===== config.mk =====
export PLATFORM = sky130hd
export DESIGN_NAME = rv_core
export DESIGN_NICKNAME = d
export VERILOG_FILES = /design/src/logic/rv_pkg.sv /design/src/logic/rv_decode.sv /design/src/logic/rv_regfile.sv /design/src/logic/rv_alu.sv /design/src/logic/rv_control.sv /design/src/logic/rv_core.sv
export VERILOG_INCLUDE_DIRS = /design/src /design/src/logic
export SDC_FILE = /design/constraint.sdc
export NUM_CORES = 2
export LEC_CHECK = 0
export ABC_CLOCK_PERIOD_IN_PS = 55300
export BUFFER_PORTS_ARGS = -buffer_cell sky130_fd_sc_hd__buf_2
export CAP_MARGIN = 20
export CORE_MARGIN = 2
export CORE_UTILIZATION = 30
export CTS_BUF_LIST = sky130_fd_sc_hd__clkbuf_16
export CTS_CLUSTER_SIZE = 30
export DETAILED_ROUTE_END_ITERATION = 10
export PLACE_DENSITY = 0.52
export SLEW_MARGIN = 15
export SYNTH_ARGS = -nofsm -noshare
export SYNTH_HDL_FRONTEND = slang
export SYNTH_SLANG_ARGS = --single-unit

===== constraint.sdc =====
create_clock -name clk -period 55.3 [get_ports clk]
set_input_delay 5.53 -clock clk [delete_from_list [all_inputs] [get_ports clk]]
set_output_delay 5.53 -clock clk [all_outputs]
set_load 0.05 [all_outputs]

===== src/logic/rv_config.svh =====
`ifndef RV_CONFIG_SVH
`define RV_CONFIG_SVH

// datapath and address width
`define XLEN 32

// architectural register file
`define REG_COUNT 32
`define REG_ADDR_W 5

// first fetch address out of reset
`define RESET_PC 32'h0000_0000

`endif


===== src/logic/rv_pkg.sv =====
package rv_pkg;

	// major opcodes kept by the core
	typedef enum logic [6:0] {
		OP     = 7'b0110011,
		OP_IMM = 7'b0010011,
		LOAD   = 7'b0000011,
		STORE  = 7'b0100011,
		BRANCH = 7'b1100011,
		LUI    = 7'b0110111,
		JAL    = 7'b1101111
	} opcode_e;

	typedef enum logic [3:0] {
		ADD  = 4'd0,
		SUB  = 4'd1,
		XOR  = 4'd2,
		OR   = 4'd3,
		AND  = 4'd4,
		SLL  = 4'd5,
		SRL  = 4'd6,
		SRA  = 4'd7,
		SLT  = 4'd8,
		SLTU = 4'd9
	} alu_op_e;

	// branch funct3 encodings
	typedef enum logic [2:0] {
		BEQ  = 3'b000,
		BNE  = 3'b001,
		BLT  = 3'b100,
		BGE  = 3'b101,
		BLTU = 3'b110,
		BGEU = 3'b111
	} branch_cond_e;

	typedef enum logic [1:0] {
		FETCH   = 2'd0,
		EXECUTE = 2'd1,
		LOAD_WB = 2'd2
	} state_e;

	// register writeback source
	typedef enum logic [1:0] {
		WB_ALU  = 2'd0,
		WB_LOAD = 2'd1,
		WB_IMM  = 2'd2,
		WB_RA   = 2'd3
	} wb_sel_e;

endpackage : rv_pkg


===== src/logic/rv_decode.sv =====
`timescale 1ns/100ps
`include "rv_config.svh"

module rv_decode (
	input  logic                   clk,
	input  logic                   reset,
	input  logic                   i_ir_load,
	input  logic [`XLEN-1:0]       i_instr,
	output rv_pkg::opcode_e        o_opcode,
	output logic [`REG_ADDR_W-1:0] o_rs1,
	output logic [`REG_ADDR_W-1:0] o_rs2,
	output logic [`REG_ADDR_W-1:0] o_rd,
	output logic [2:0]             o_funct3,
	output logic                   o_funct7_b5,
	output logic [`XLEN-1:0]       o_imm
);

	logic [`XLEN-1:0] ir_q;
	logic [`XLEN-1:0] instr;

	always_ff @(posedge clk or posedge reset) begin
		if (reset) begin
			ir_q <= '0;
		end else if (i_ir_load) begin
			ir_q <= i_instr; // captured at end of fetch
		end
	end

	// live word while fetching, held word afterwards
	assign instr = i_ir_load ? i_instr : ir_q;

	assign o_opcode    = rv_pkg::opcode_e'(instr[6:0]);
	assign o_rd        = instr[11:7];
	assign o_funct3    = instr[14:12]; // also the branch condition
	assign o_rs1       = instr[19:15];
	assign o_rs2       = instr[24:20];
	assign o_funct7_b5 = instr[30];

	always_comb begin
		case (o_opcode)
			rv_pkg::STORE: begin
				o_imm = {{20{instr[31]}}, instr[31:25], instr[11:7]};
			end
			rv_pkg::BRANCH: begin
				o_imm = {{19{instr[31]}}, instr[31], instr[7], instr[30:25],
					instr[11:8], 1'b0};
			end
			rv_pkg::LUI: begin
				o_imm = {instr[31:12], 12'b0};
			end
			rv_pkg::JAL: begin
				o_imm = {{11{instr[31]}}, instr[31], instr[19:12], instr[20],
					instr[30:21], 1'b0};
			end
			default: begin
				o_imm = {{20{instr[31]}}, instr[31:20]}; // I format, shamt in [4:0]
			end
		endcase
	end

endmodule : rv_decode


===== src/logic/rv_regfile.sv =====
`timescale 1ns/100ps
`include "rv_config.svh"

module rv_regfile (
	input  logic                   clk,
	input  logic                   reset,
	input  logic                   i_wr_en,
	input  logic [`REG_ADDR_W-1:0] i_rs1,
	input  logic [`REG_ADDR_W-1:0] i_rs2,
	input  logic [`REG_ADDR_W-1:0] i_rd,
	input  logic [`XLEN-1:0]       i_wr_data,
	output logic [`XLEN-1:0]       o_rs1_data,
	output logic [`XLEN-1:0]       o_rs2_data
);

	logic [`XLEN-1:0] regs [`REG_COUNT];

	always_ff @(posedge clk or posedge reset) begin
		if (reset) begin
			for (int i = 0; i < `REG_COUNT; i++) begin
				regs[i] <= '0;
			end
		end else if (i_wr_en && (i_rd != '0)) begin
			regs[i_rd] <= i_wr_data; // x0 never written
		end
	end

	assign o_rs1_data = regs[i_rs1];
	assign o_rs2_data = regs[i_rs2];

	a_x0_zero : assert property (@(posedge clk) disable iff (reset)
		((i_rs1 != '0) || (o_rs1_data == '0)) && ((i_rs2 != '0) || (o_rs2_data == '0)));

endmodule : rv_regfile


===== src/logic/rv_alu.sv =====
`timescale 1ns/100ps
`include "rv_config.svh"

module rv_alu (
	input  rv_pkg::alu_op_e  i_op,
	input  logic [`XLEN-1:0] i_a,
	input  logic [`XLEN-1:0] i_b,
	input  logic [2:0]       i_funct3,
	output logic [`XLEN-1:0] o_result,
	output logic             o_branch_taken
);

	logic [4:0] shamt;
	logic       lt_s;
	logic       lt_u;

	assign shamt = i_b[4:0];
	assign lt_s  = $signed(i_a) < $signed(i_b);
	assign lt_u  = i_a < i_b;

	always_comb begin
		case (i_op)
			rv_pkg::ADD:  o_result = i_a + i_b;
			rv_pkg::SUB:  o_result = i_a - i_b;
			rv_pkg::XOR:  o_result = i_a ^ i_b;
			rv_pkg::OR:   o_result = i_a | i_b;
			rv_pkg::AND:  o_result = i_a & i_b;
			rv_pkg::SLL:  o_result = i_a << shamt;
			rv_pkg::SRL:  o_result = i_a >> shamt;
			rv_pkg::SRA:  o_result = $unsigned($signed(i_a) >>> shamt);
			rv_pkg::SLT:  o_result = {{(`XLEN-1){1'b0}}, lt_s};
			rv_pkg::SLTU: o_result = {{(`XLEN-1){1'b0}}, lt_u};
			default:      o_result = i_a + i_b;
		endcase
	end

	// compare of rs1 against rs2
	always_comb begin
		case (rv_pkg::branch_cond_e'(i_funct3))
			rv_pkg::BEQ:  o_branch_taken = (i_a == i_b);
			rv_pkg::BNE:  o_branch_taken = (i_a != i_b);
			rv_pkg::BLT:  o_branch_taken = lt_s;
			rv_pkg::BGE:  o_branch_taken = !lt_s;
			rv_pkg::BLTU: o_branch_taken = lt_u;
			rv_pkg::BGEU: o_branch_taken = !lt_u;
			default:      o_branch_taken = 1'b0; // reserved encodings fall through
		endcase
	end

endmodule : rv_alu


===== src/logic/rv_control.sv =====
`timescale 1ns/100ps

module rv_control (
	input  logic             clk,
	input  logic             reset,
	input  rv_pkg::opcode_e  i_opcode,
	input  logic [2:0]       i_funct3,
	input  logic             i_funct7_b5,
	input  logic             i_branch_taken,
	output rv_pkg::state_e   o_state,
	output logic             o_ir_load,
	output logic             o_imem_rd,
	output rv_pkg::alu_op_e  o_alu_op,
	output logic             o_use_imm,
	output logic             o_rf_wr,
	output rv_pkg::wb_sel_e  o_wb_sel,
	output logic             o_dmem_rd,
	output logic             o_dmem_wr,
	output logic             o_pc_load,
	output logic             o_pc_jump
);

	rv_pkg::state_e state_q;
	rv_pkg::state_e state_d;
	logic           run_q;

	function automatic rv_pkg::alu_op_e alu_op_for(input logic [2:0] f3, input logic f7b5,
		input logic is_reg);
		case (f3)
			3'd0:    return (is_reg && f7b5) ? rv_pkg::SUB : rv_pkg::ADD;
			3'd1:    return rv_pkg::SLL;
			3'd2:    return rv_pkg::SLT;
			3'd3:    return rv_pkg::SLTU;
			3'd4:    return rv_pkg::XOR;
			3'd5:    return f7b5 ? rv_pkg::SRA : rv_pkg::SRL; // srai carries bit 30 too
			3'd6:    return rv_pkg::OR;
			default: return rv_pkg::AND;
		endcase
	endfunction

	// one idle cycle after reset keeps the strobes quiet
	always_ff @(posedge clk or posedge reset) begin
		if (reset) begin
			state_q <= rv_pkg::FETCH;
			run_q   <= 1'b0;
		end else begin
			state_q <= state_d;
			run_q   <= 1'b1;
		end
	end

	assign o_state = state_q;

	always_comb begin
		state_d   = state_q;
		o_ir_load = 1'b0;
		o_imem_rd = 1'b0;
		o_alu_op  = rv_pkg::ADD;
		o_use_imm = 1'b0;
		o_rf_wr   = 1'b0;
		o_wb_sel  = rv_pkg::WB_ALU;
		o_dmem_rd = 1'b0;
		o_dmem_wr = 1'b0;
		o_pc_load = 1'b0;
		o_pc_jump = 1'b0;
		case (state_q)
			rv_pkg::FETCH: begin
				o_imem_rd = run_q;
				o_ir_load = run_q;
				state_d   = run_q ? rv_pkg::EXECUTE : rv_pkg::FETCH;
			end
			rv_pkg::EXECUTE: begin
				o_pc_load = 1'b1;
				state_d   = rv_pkg::FETCH;
				case (i_opcode)
					rv_pkg::OP: begin
						o_alu_op = alu_op_for(i_funct3, i_funct7_b5, 1'b1);
						o_rf_wr  = 1'b1;
					end
					rv_pkg::OP_IMM: begin
						o_alu_op  = alu_op_for(i_funct3, i_funct7_b5, 1'b0);
						o_use_imm = 1'b1;
						o_rf_wr   = 1'b1;
					end
					rv_pkg::LOAD: begin
						o_use_imm = 1'b1; // address = rs1 + imm
						o_dmem_rd = 1'b1;
						o_pc_load = 1'b0; // pc moves in writeback
						state_d   = rv_pkg::LOAD_WB;
					end
					rv_pkg::STORE: begin
						o_use_imm = 1'b1;
						o_dmem_wr = 1'b1;
					end
					rv_pkg::BRANCH: o_pc_jump = i_branch_taken;
					rv_pkg::LUI: begin
						o_rf_wr  = 1'b1;
						o_wb_sel = rv_pkg::WB_IMM;
					end
					rv_pkg::JAL: begin
						o_rf_wr   = 1'b1;
						o_wb_sel  = rv_pkg::WB_RA;
						o_pc_jump = 1'b1;
					end
					default: ; // unknown opcode just steps over
				endcase
			end
			rv_pkg::LOAD_WB: begin
				o_rf_wr   = 1'b1;
				o_wb_sel  = rv_pkg::WB_LOAD;
				o_pc_load = 1'b1;
				state_d   = rv_pkg::FETCH;
			end
			default: state_d = rv_pkg::FETCH;
		endcase
	end

	a_rd_wr_excl : assert property (@(posedge clk) disable iff (reset)
		!(o_dmem_rd && o_dmem_wr));

	a_state_legal : assert property (@(posedge clk) disable iff (reset)
		state_q inside {rv_pkg::FETCH, rv_pkg::EXECUTE, rv_pkg::LOAD_WB});

endmodule : rv_control


===== src/logic/rv_core.sv =====
`timescale 1ns/100ps
`include "rv_config.svh"

module rv_core (
	input  logic             clk,
	input  logic             reset,
	input  logic [`XLEN-1:0] i_imem_rddata,
	output logic [`XLEN-1:0] o_imem_addr,
	output logic             o_imem_rd,
	input  logic [`XLEN-1:0] i_dmem_rddata,
	output logic [`XLEN-1:0] o_dmem_addr,
	output logic             o_dmem_rd,
	output logic             o_dmem_wr,
	output logic [`XLEN-1:0] o_dmem_wrdata
);

	rv_pkg::state_e          state;
	rv_pkg::opcode_e         opcode;
	rv_pkg::alu_op_e         alu_op;
	rv_pkg::wb_sel_e         wb_sel;
	logic [`REG_ADDR_W-1:0]  rs1;
	logic [`REG_ADDR_W-1:0]  rs2;
	logic [`REG_ADDR_W-1:0]  rd;
	logic [2:0]              funct3;
	logic                    funct7_b5;
	logic [`XLEN-1:0]        imm;
	logic                    ir_load;
	logic                    use_imm;
	logic                    rf_wr;
	logic                    pc_load;
	logic                    pc_jump;
	logic                    branch_taken;
	logic [`XLEN-1:0]        pc_q;
	logic [`XLEN-1:0]        pc_plus4;
	logic [`XLEN-1:0]        pc_target;
	logic [`XLEN-1:0]        rs1_data;
	logic [`XLEN-1:0]        rs2_data;
	logic [`XLEN-1:0]        alu_b;
	logic [`XLEN-1:0]        alu_result;
	logic [`XLEN-1:0]        load_q;
	logic [`XLEN-1:0]        wb_data;

	assign pc_plus4  = pc_q + `XLEN'd4;
	assign pc_target = pc_q + imm; // branch and jal target

	always_ff @(posedge clk or posedge reset) begin
		if (reset) begin
			pc_q <= `RESET_PC;
		end else if (pc_load) begin
			pc_q <= pc_jump ? pc_target : pc_plus4;
		end
	end

	always_ff @(posedge clk) begin
		if (o_dmem_rd) begin
			load_q <= i_dmem_rddata; // word held for LOAD_WB
		end
	end

	assign alu_b = use_imm ? imm : rs2_data;

	always_comb begin
		case (wb_sel)
			rv_pkg::WB_LOAD: wb_data = load_q;
			rv_pkg::WB_IMM:  wb_data = imm;
			rv_pkg::WB_RA:   wb_data = pc_plus4; // link address
			default:         wb_data = alu_result;
		endcase
	end

	assign o_imem_addr   = pc_q;
	assign o_dmem_addr   = alu_result;
	assign o_dmem_wrdata = rs2_data;

	rv_control u_control (
		.clk(clk), .reset(reset), .i_opcode(opcode), .i_funct3(funct3),
		.i_funct7_b5(funct7_b5), .i_branch_taken(branch_taken), .o_state(state),
		.o_ir_load(ir_load), .o_imem_rd(o_imem_rd), .o_alu_op(alu_op), .o_use_imm(use_imm),
		.o_rf_wr(rf_wr), .o_wb_sel(wb_sel), .o_dmem_rd(o_dmem_rd), .o_dmem_wr(o_dmem_wr),
		.o_pc_load(pc_load), .o_pc_jump(pc_jump)
	);

	rv_decode u_decode (
		.clk(clk), .reset(reset), .i_ir_load(ir_load), .i_instr(i_imem_rddata),
		.o_opcode(opcode), .o_rs1(rs1), .o_rs2(rs2), .o_rd(rd), .o_funct3(funct3),
		.o_funct7_b5(funct7_b5), .o_imm(imm)
	);

	rv_regfile u_regfile (
		.clk(clk), .reset(reset), .i_wr_en(rf_wr), .i_rs1(rs1), .i_rs2(rs2), .i_rd(rd),
		.i_wr_data(wb_data), .o_rs1_data(rs1_data), .o_rs2_data(rs2_data)
	);

	rv_alu u_alu (
		.i_op(alu_op), .i_a(rs1_data), .i_b(alu_b), .i_funct3(funct3),
		.o_result(alu_result), .o_branch_taken(branch_taken)
	);

	a_pc_aligned : assert property (@(posedge clk) disable iff (reset)
		pc_q[1:0] == 2'b00);

	// pc only moves at the end of the last instruction cycle
	a_pc_hold_fetch : assert property (@(posedge clk) disable iff (reset)
		(state == rv_pkg::FETCH) |=> $stable(pc_q));

endmodule : rv_core


==> metrics <==
setup ws final=35110 ps; CP dominant cell by count=o21ai_0; largest net degree at the start of global routing=117; Leak Pwr=34.6 nW; critical setup path kind=in2out; total track usage=27.5%; DRT met1 WL=139000 um; Hold WS=396 ps; RSZ-0062 raised after global routing=no; Post-Syn Nets=8006; drt first-iter violations=8888; Core ar.=0.238 mm2; Setup TNS=0 ps; fraction of layout cells with a size suffix above 1=19.4%; Mapped Cells=7805; Peak VDD IR=34.2 uV; First-pass DRT Iterations=8; Final Setup Violations=0; CTS HTree Levels=4; Worst setup EP type=primary output; pre-CTS setup slack=35260 ps; Distinct cells, synth=120; Nets=7837; die area=0.244 mm2; Seq cells post-synth=1123; Critical Path RT=49770 ps; Fmax achieved=49.5 MHz; Die Ht=494 um; top layer in use=met5; Clock Tree Root=clkbuf_16; PnR Total Power=3.24 mW; FP Rows=179; hpwl dp=230000 um; fin util=33.7%; Synth top area share=37.9%; fin crit period=20190 ps; Worst-Margin Slew=1260 ps; DR DRC count=0; post-CTS sizing=0; initial antenna violation count=23; Final Skew=54.9 ps; post-route antenna net violation count=0; Final Slew Violations=0; Synth Area per Inst=9.24 um2; clock buffer depth=3; EDFF count, synth=32; WL final=345000 um; vias per cell=6.04; CP startpoint kind=input port; post-CTS setup buffer count=0; YS warnings=0; synth cell count leaders=nand2_1 (1510), dfrtp_1 (1091), o21ai_0 (678); Reg clk slew, reported paths=60 ps; pwr dens=40.4 mW/mm2; DR WL/cell=31.6 um; Port-buffer cells=164; crit-path max cell delay=850 ps; Die Width=494 um; IO Count=165; post-cts hold buffer count=0; final number of hold-violating endpoints=0; CP max stage cell=a31oi_1; Max Cap Violations=0; vias in the first global route=62800; status=finished clean; worst min-delay path class=reg2reg; worst skew pair latency=820 ps; first-pass GRT wire length=486000 um; DR WL met3=33000 um; crit path max fanout=108; gr ovfl total=0; metal2 WL=151000 um; cell with the most instances after synthesis=nand2_1; Yosys top cell by area=dfrtp_1; post-synthesis sequential area ratio=39.2%; Starting Density=30.3%; CTS tree=done; Rel. slew slack=14.3%; Area contributors post-synth=dfrtp_1 (38%), nand2_1 (7.9%), mux4_2 (7.8%); critical path arrival=14660 ps; cts bufs inserted=137; period utilization=36.5%; FFs w/ async S/R, synth=97.2%; via count=65900; clk sinks=1123; Area Overhead vs Synth=11.4%; Most used DFF post-synth=dfrtp_1; Netlist Area Pre-Place=0.0721 mm2; GP Congestion=1.01
==> area by class of cell <==
type                       count  area [um2]
sequential                  1123       28300
clock inverter               103         757
timing repair buffer         405        2750
fill                       24500      158000
clock buffer                 141        3530
multi-input combinational   5792       40300
inverter                     177         714
tap                         3167        3960
antenna                        5        12.5
==> through the flow <==
stage | cell area (um2) | std cells
after floorplan | 72100 | 7805
after global placement | 75900 | 10700
after detailed placement | 75900 | 10700
after CTS | 80200 | 10900
after global routing | 80300 | 10900
final | 80300 | 10900
==> cell families (layout without fill, tap and decap cells) <==
kind of cell | after synthesis | after routing | synth area share (%)
adder cells (fa/ha/maj) | 135 | 135 | 2.37
flip-flops | 1123 | 1123 | 39.2
other | 1 | 6 | 0.00520
multiplexers | 981 | 981 | 18.8
AND/OR/NAND/NOR | 2715 | 2715 | 16.4
XOR/XNOR | 92 | 92 | 1.12
AO/OA/AOI/OAI | 1868 | 1868 | 16.4
buffers and inverters | 890 | 826 | 5.66
==> path summary, 6_finish.rpt <==
path                                              endpoint                       startpoint  cells after the start  slack (ps)
hold reg to reg            u_regfile.regs[993]$_DFFE_PP0P_  u_regfile.regs[993]$_DFFE_PP0P_                      0         400
min in group asynchronous  u_regfile.regs[878]$_DFFE_PP0P_                            reset                      2        4870
setup reg to reg           u_regfile.regs[127]$_DFFE_PP0P_   u_control.o_state[0]$_DFF_PP0_                     32       43370
max in group asynchronous  u_regfile.regs[218]$_DFFE_PP0P_                            reset                      6       46370
setup / recovery                           o_dmem_addr[31]                i_imem_rddata[20]                     26       35110
hold / removal             u_regfile.regs[993]$_DFFE_PP0P_  u_regfile.regs[993]$_DFFE_PP0P_                      0         400
==> per-layer routing <==
metal | vias up | GRT usage, %
met5 | - | 0
met4 | 12 | 14.6
met3 | 911 | 5.86
met2 | 3867 | 41.8
met1 | 33300 | 36.6
li1 | 27800 | -
==> layout by cell type, fill, tap and decap left out, types with 65 or more instances in the layout <==
cell	count
a21oi_1	281
a31oi_1	120
a32oi_1	82
and3_1	108
buf_2	165
buf_4	228
clkbuf_16	141
dfrtp_1	1091
ha_1	132
inv_1	190
mux2_2	452
mux2i_1	269
mux4_2	250
nand2_1	1493
nand3_1	332
nand4_1	97
nor2_1	384
nor3_1	65
o21ai_0	676
o21ai_1	95
xnor2_1	79
==> flip-flops by register name, summed over array words and instances (netlist names) <==
name               flops
load_q                32
u_control.o_state      2
u_regfile.regs      1024
o_imem_addr           32
u_control.run_q        1
u_decode.ir_q         32
==> worst max-delay path: cells and delay by family <==
| kind | cells | cell delay [ps] |
|---|---|---|
| buffers and inverters | 4 | 1630 |
| adder cells (fa/ha/maj) | 1 | 430 |
| AND/OR/NAND/NOR | 9 | 1890 |
| AO/OA/AOI/OAI | 11 | 4440 |
| multiplexers | 1 | 560 |
==> report_power, final <==
part | switching, mW | total, mW | internal (mW)
clock | 0.401 | 0.886 | 0.485
sequential | 0.0136 | 0.852 | 0.839
combinational | 1.14 | 1.51 | 0.365
total | 1.56 | 3.24 | 1.69
Power figures use the tool's default switching activity.
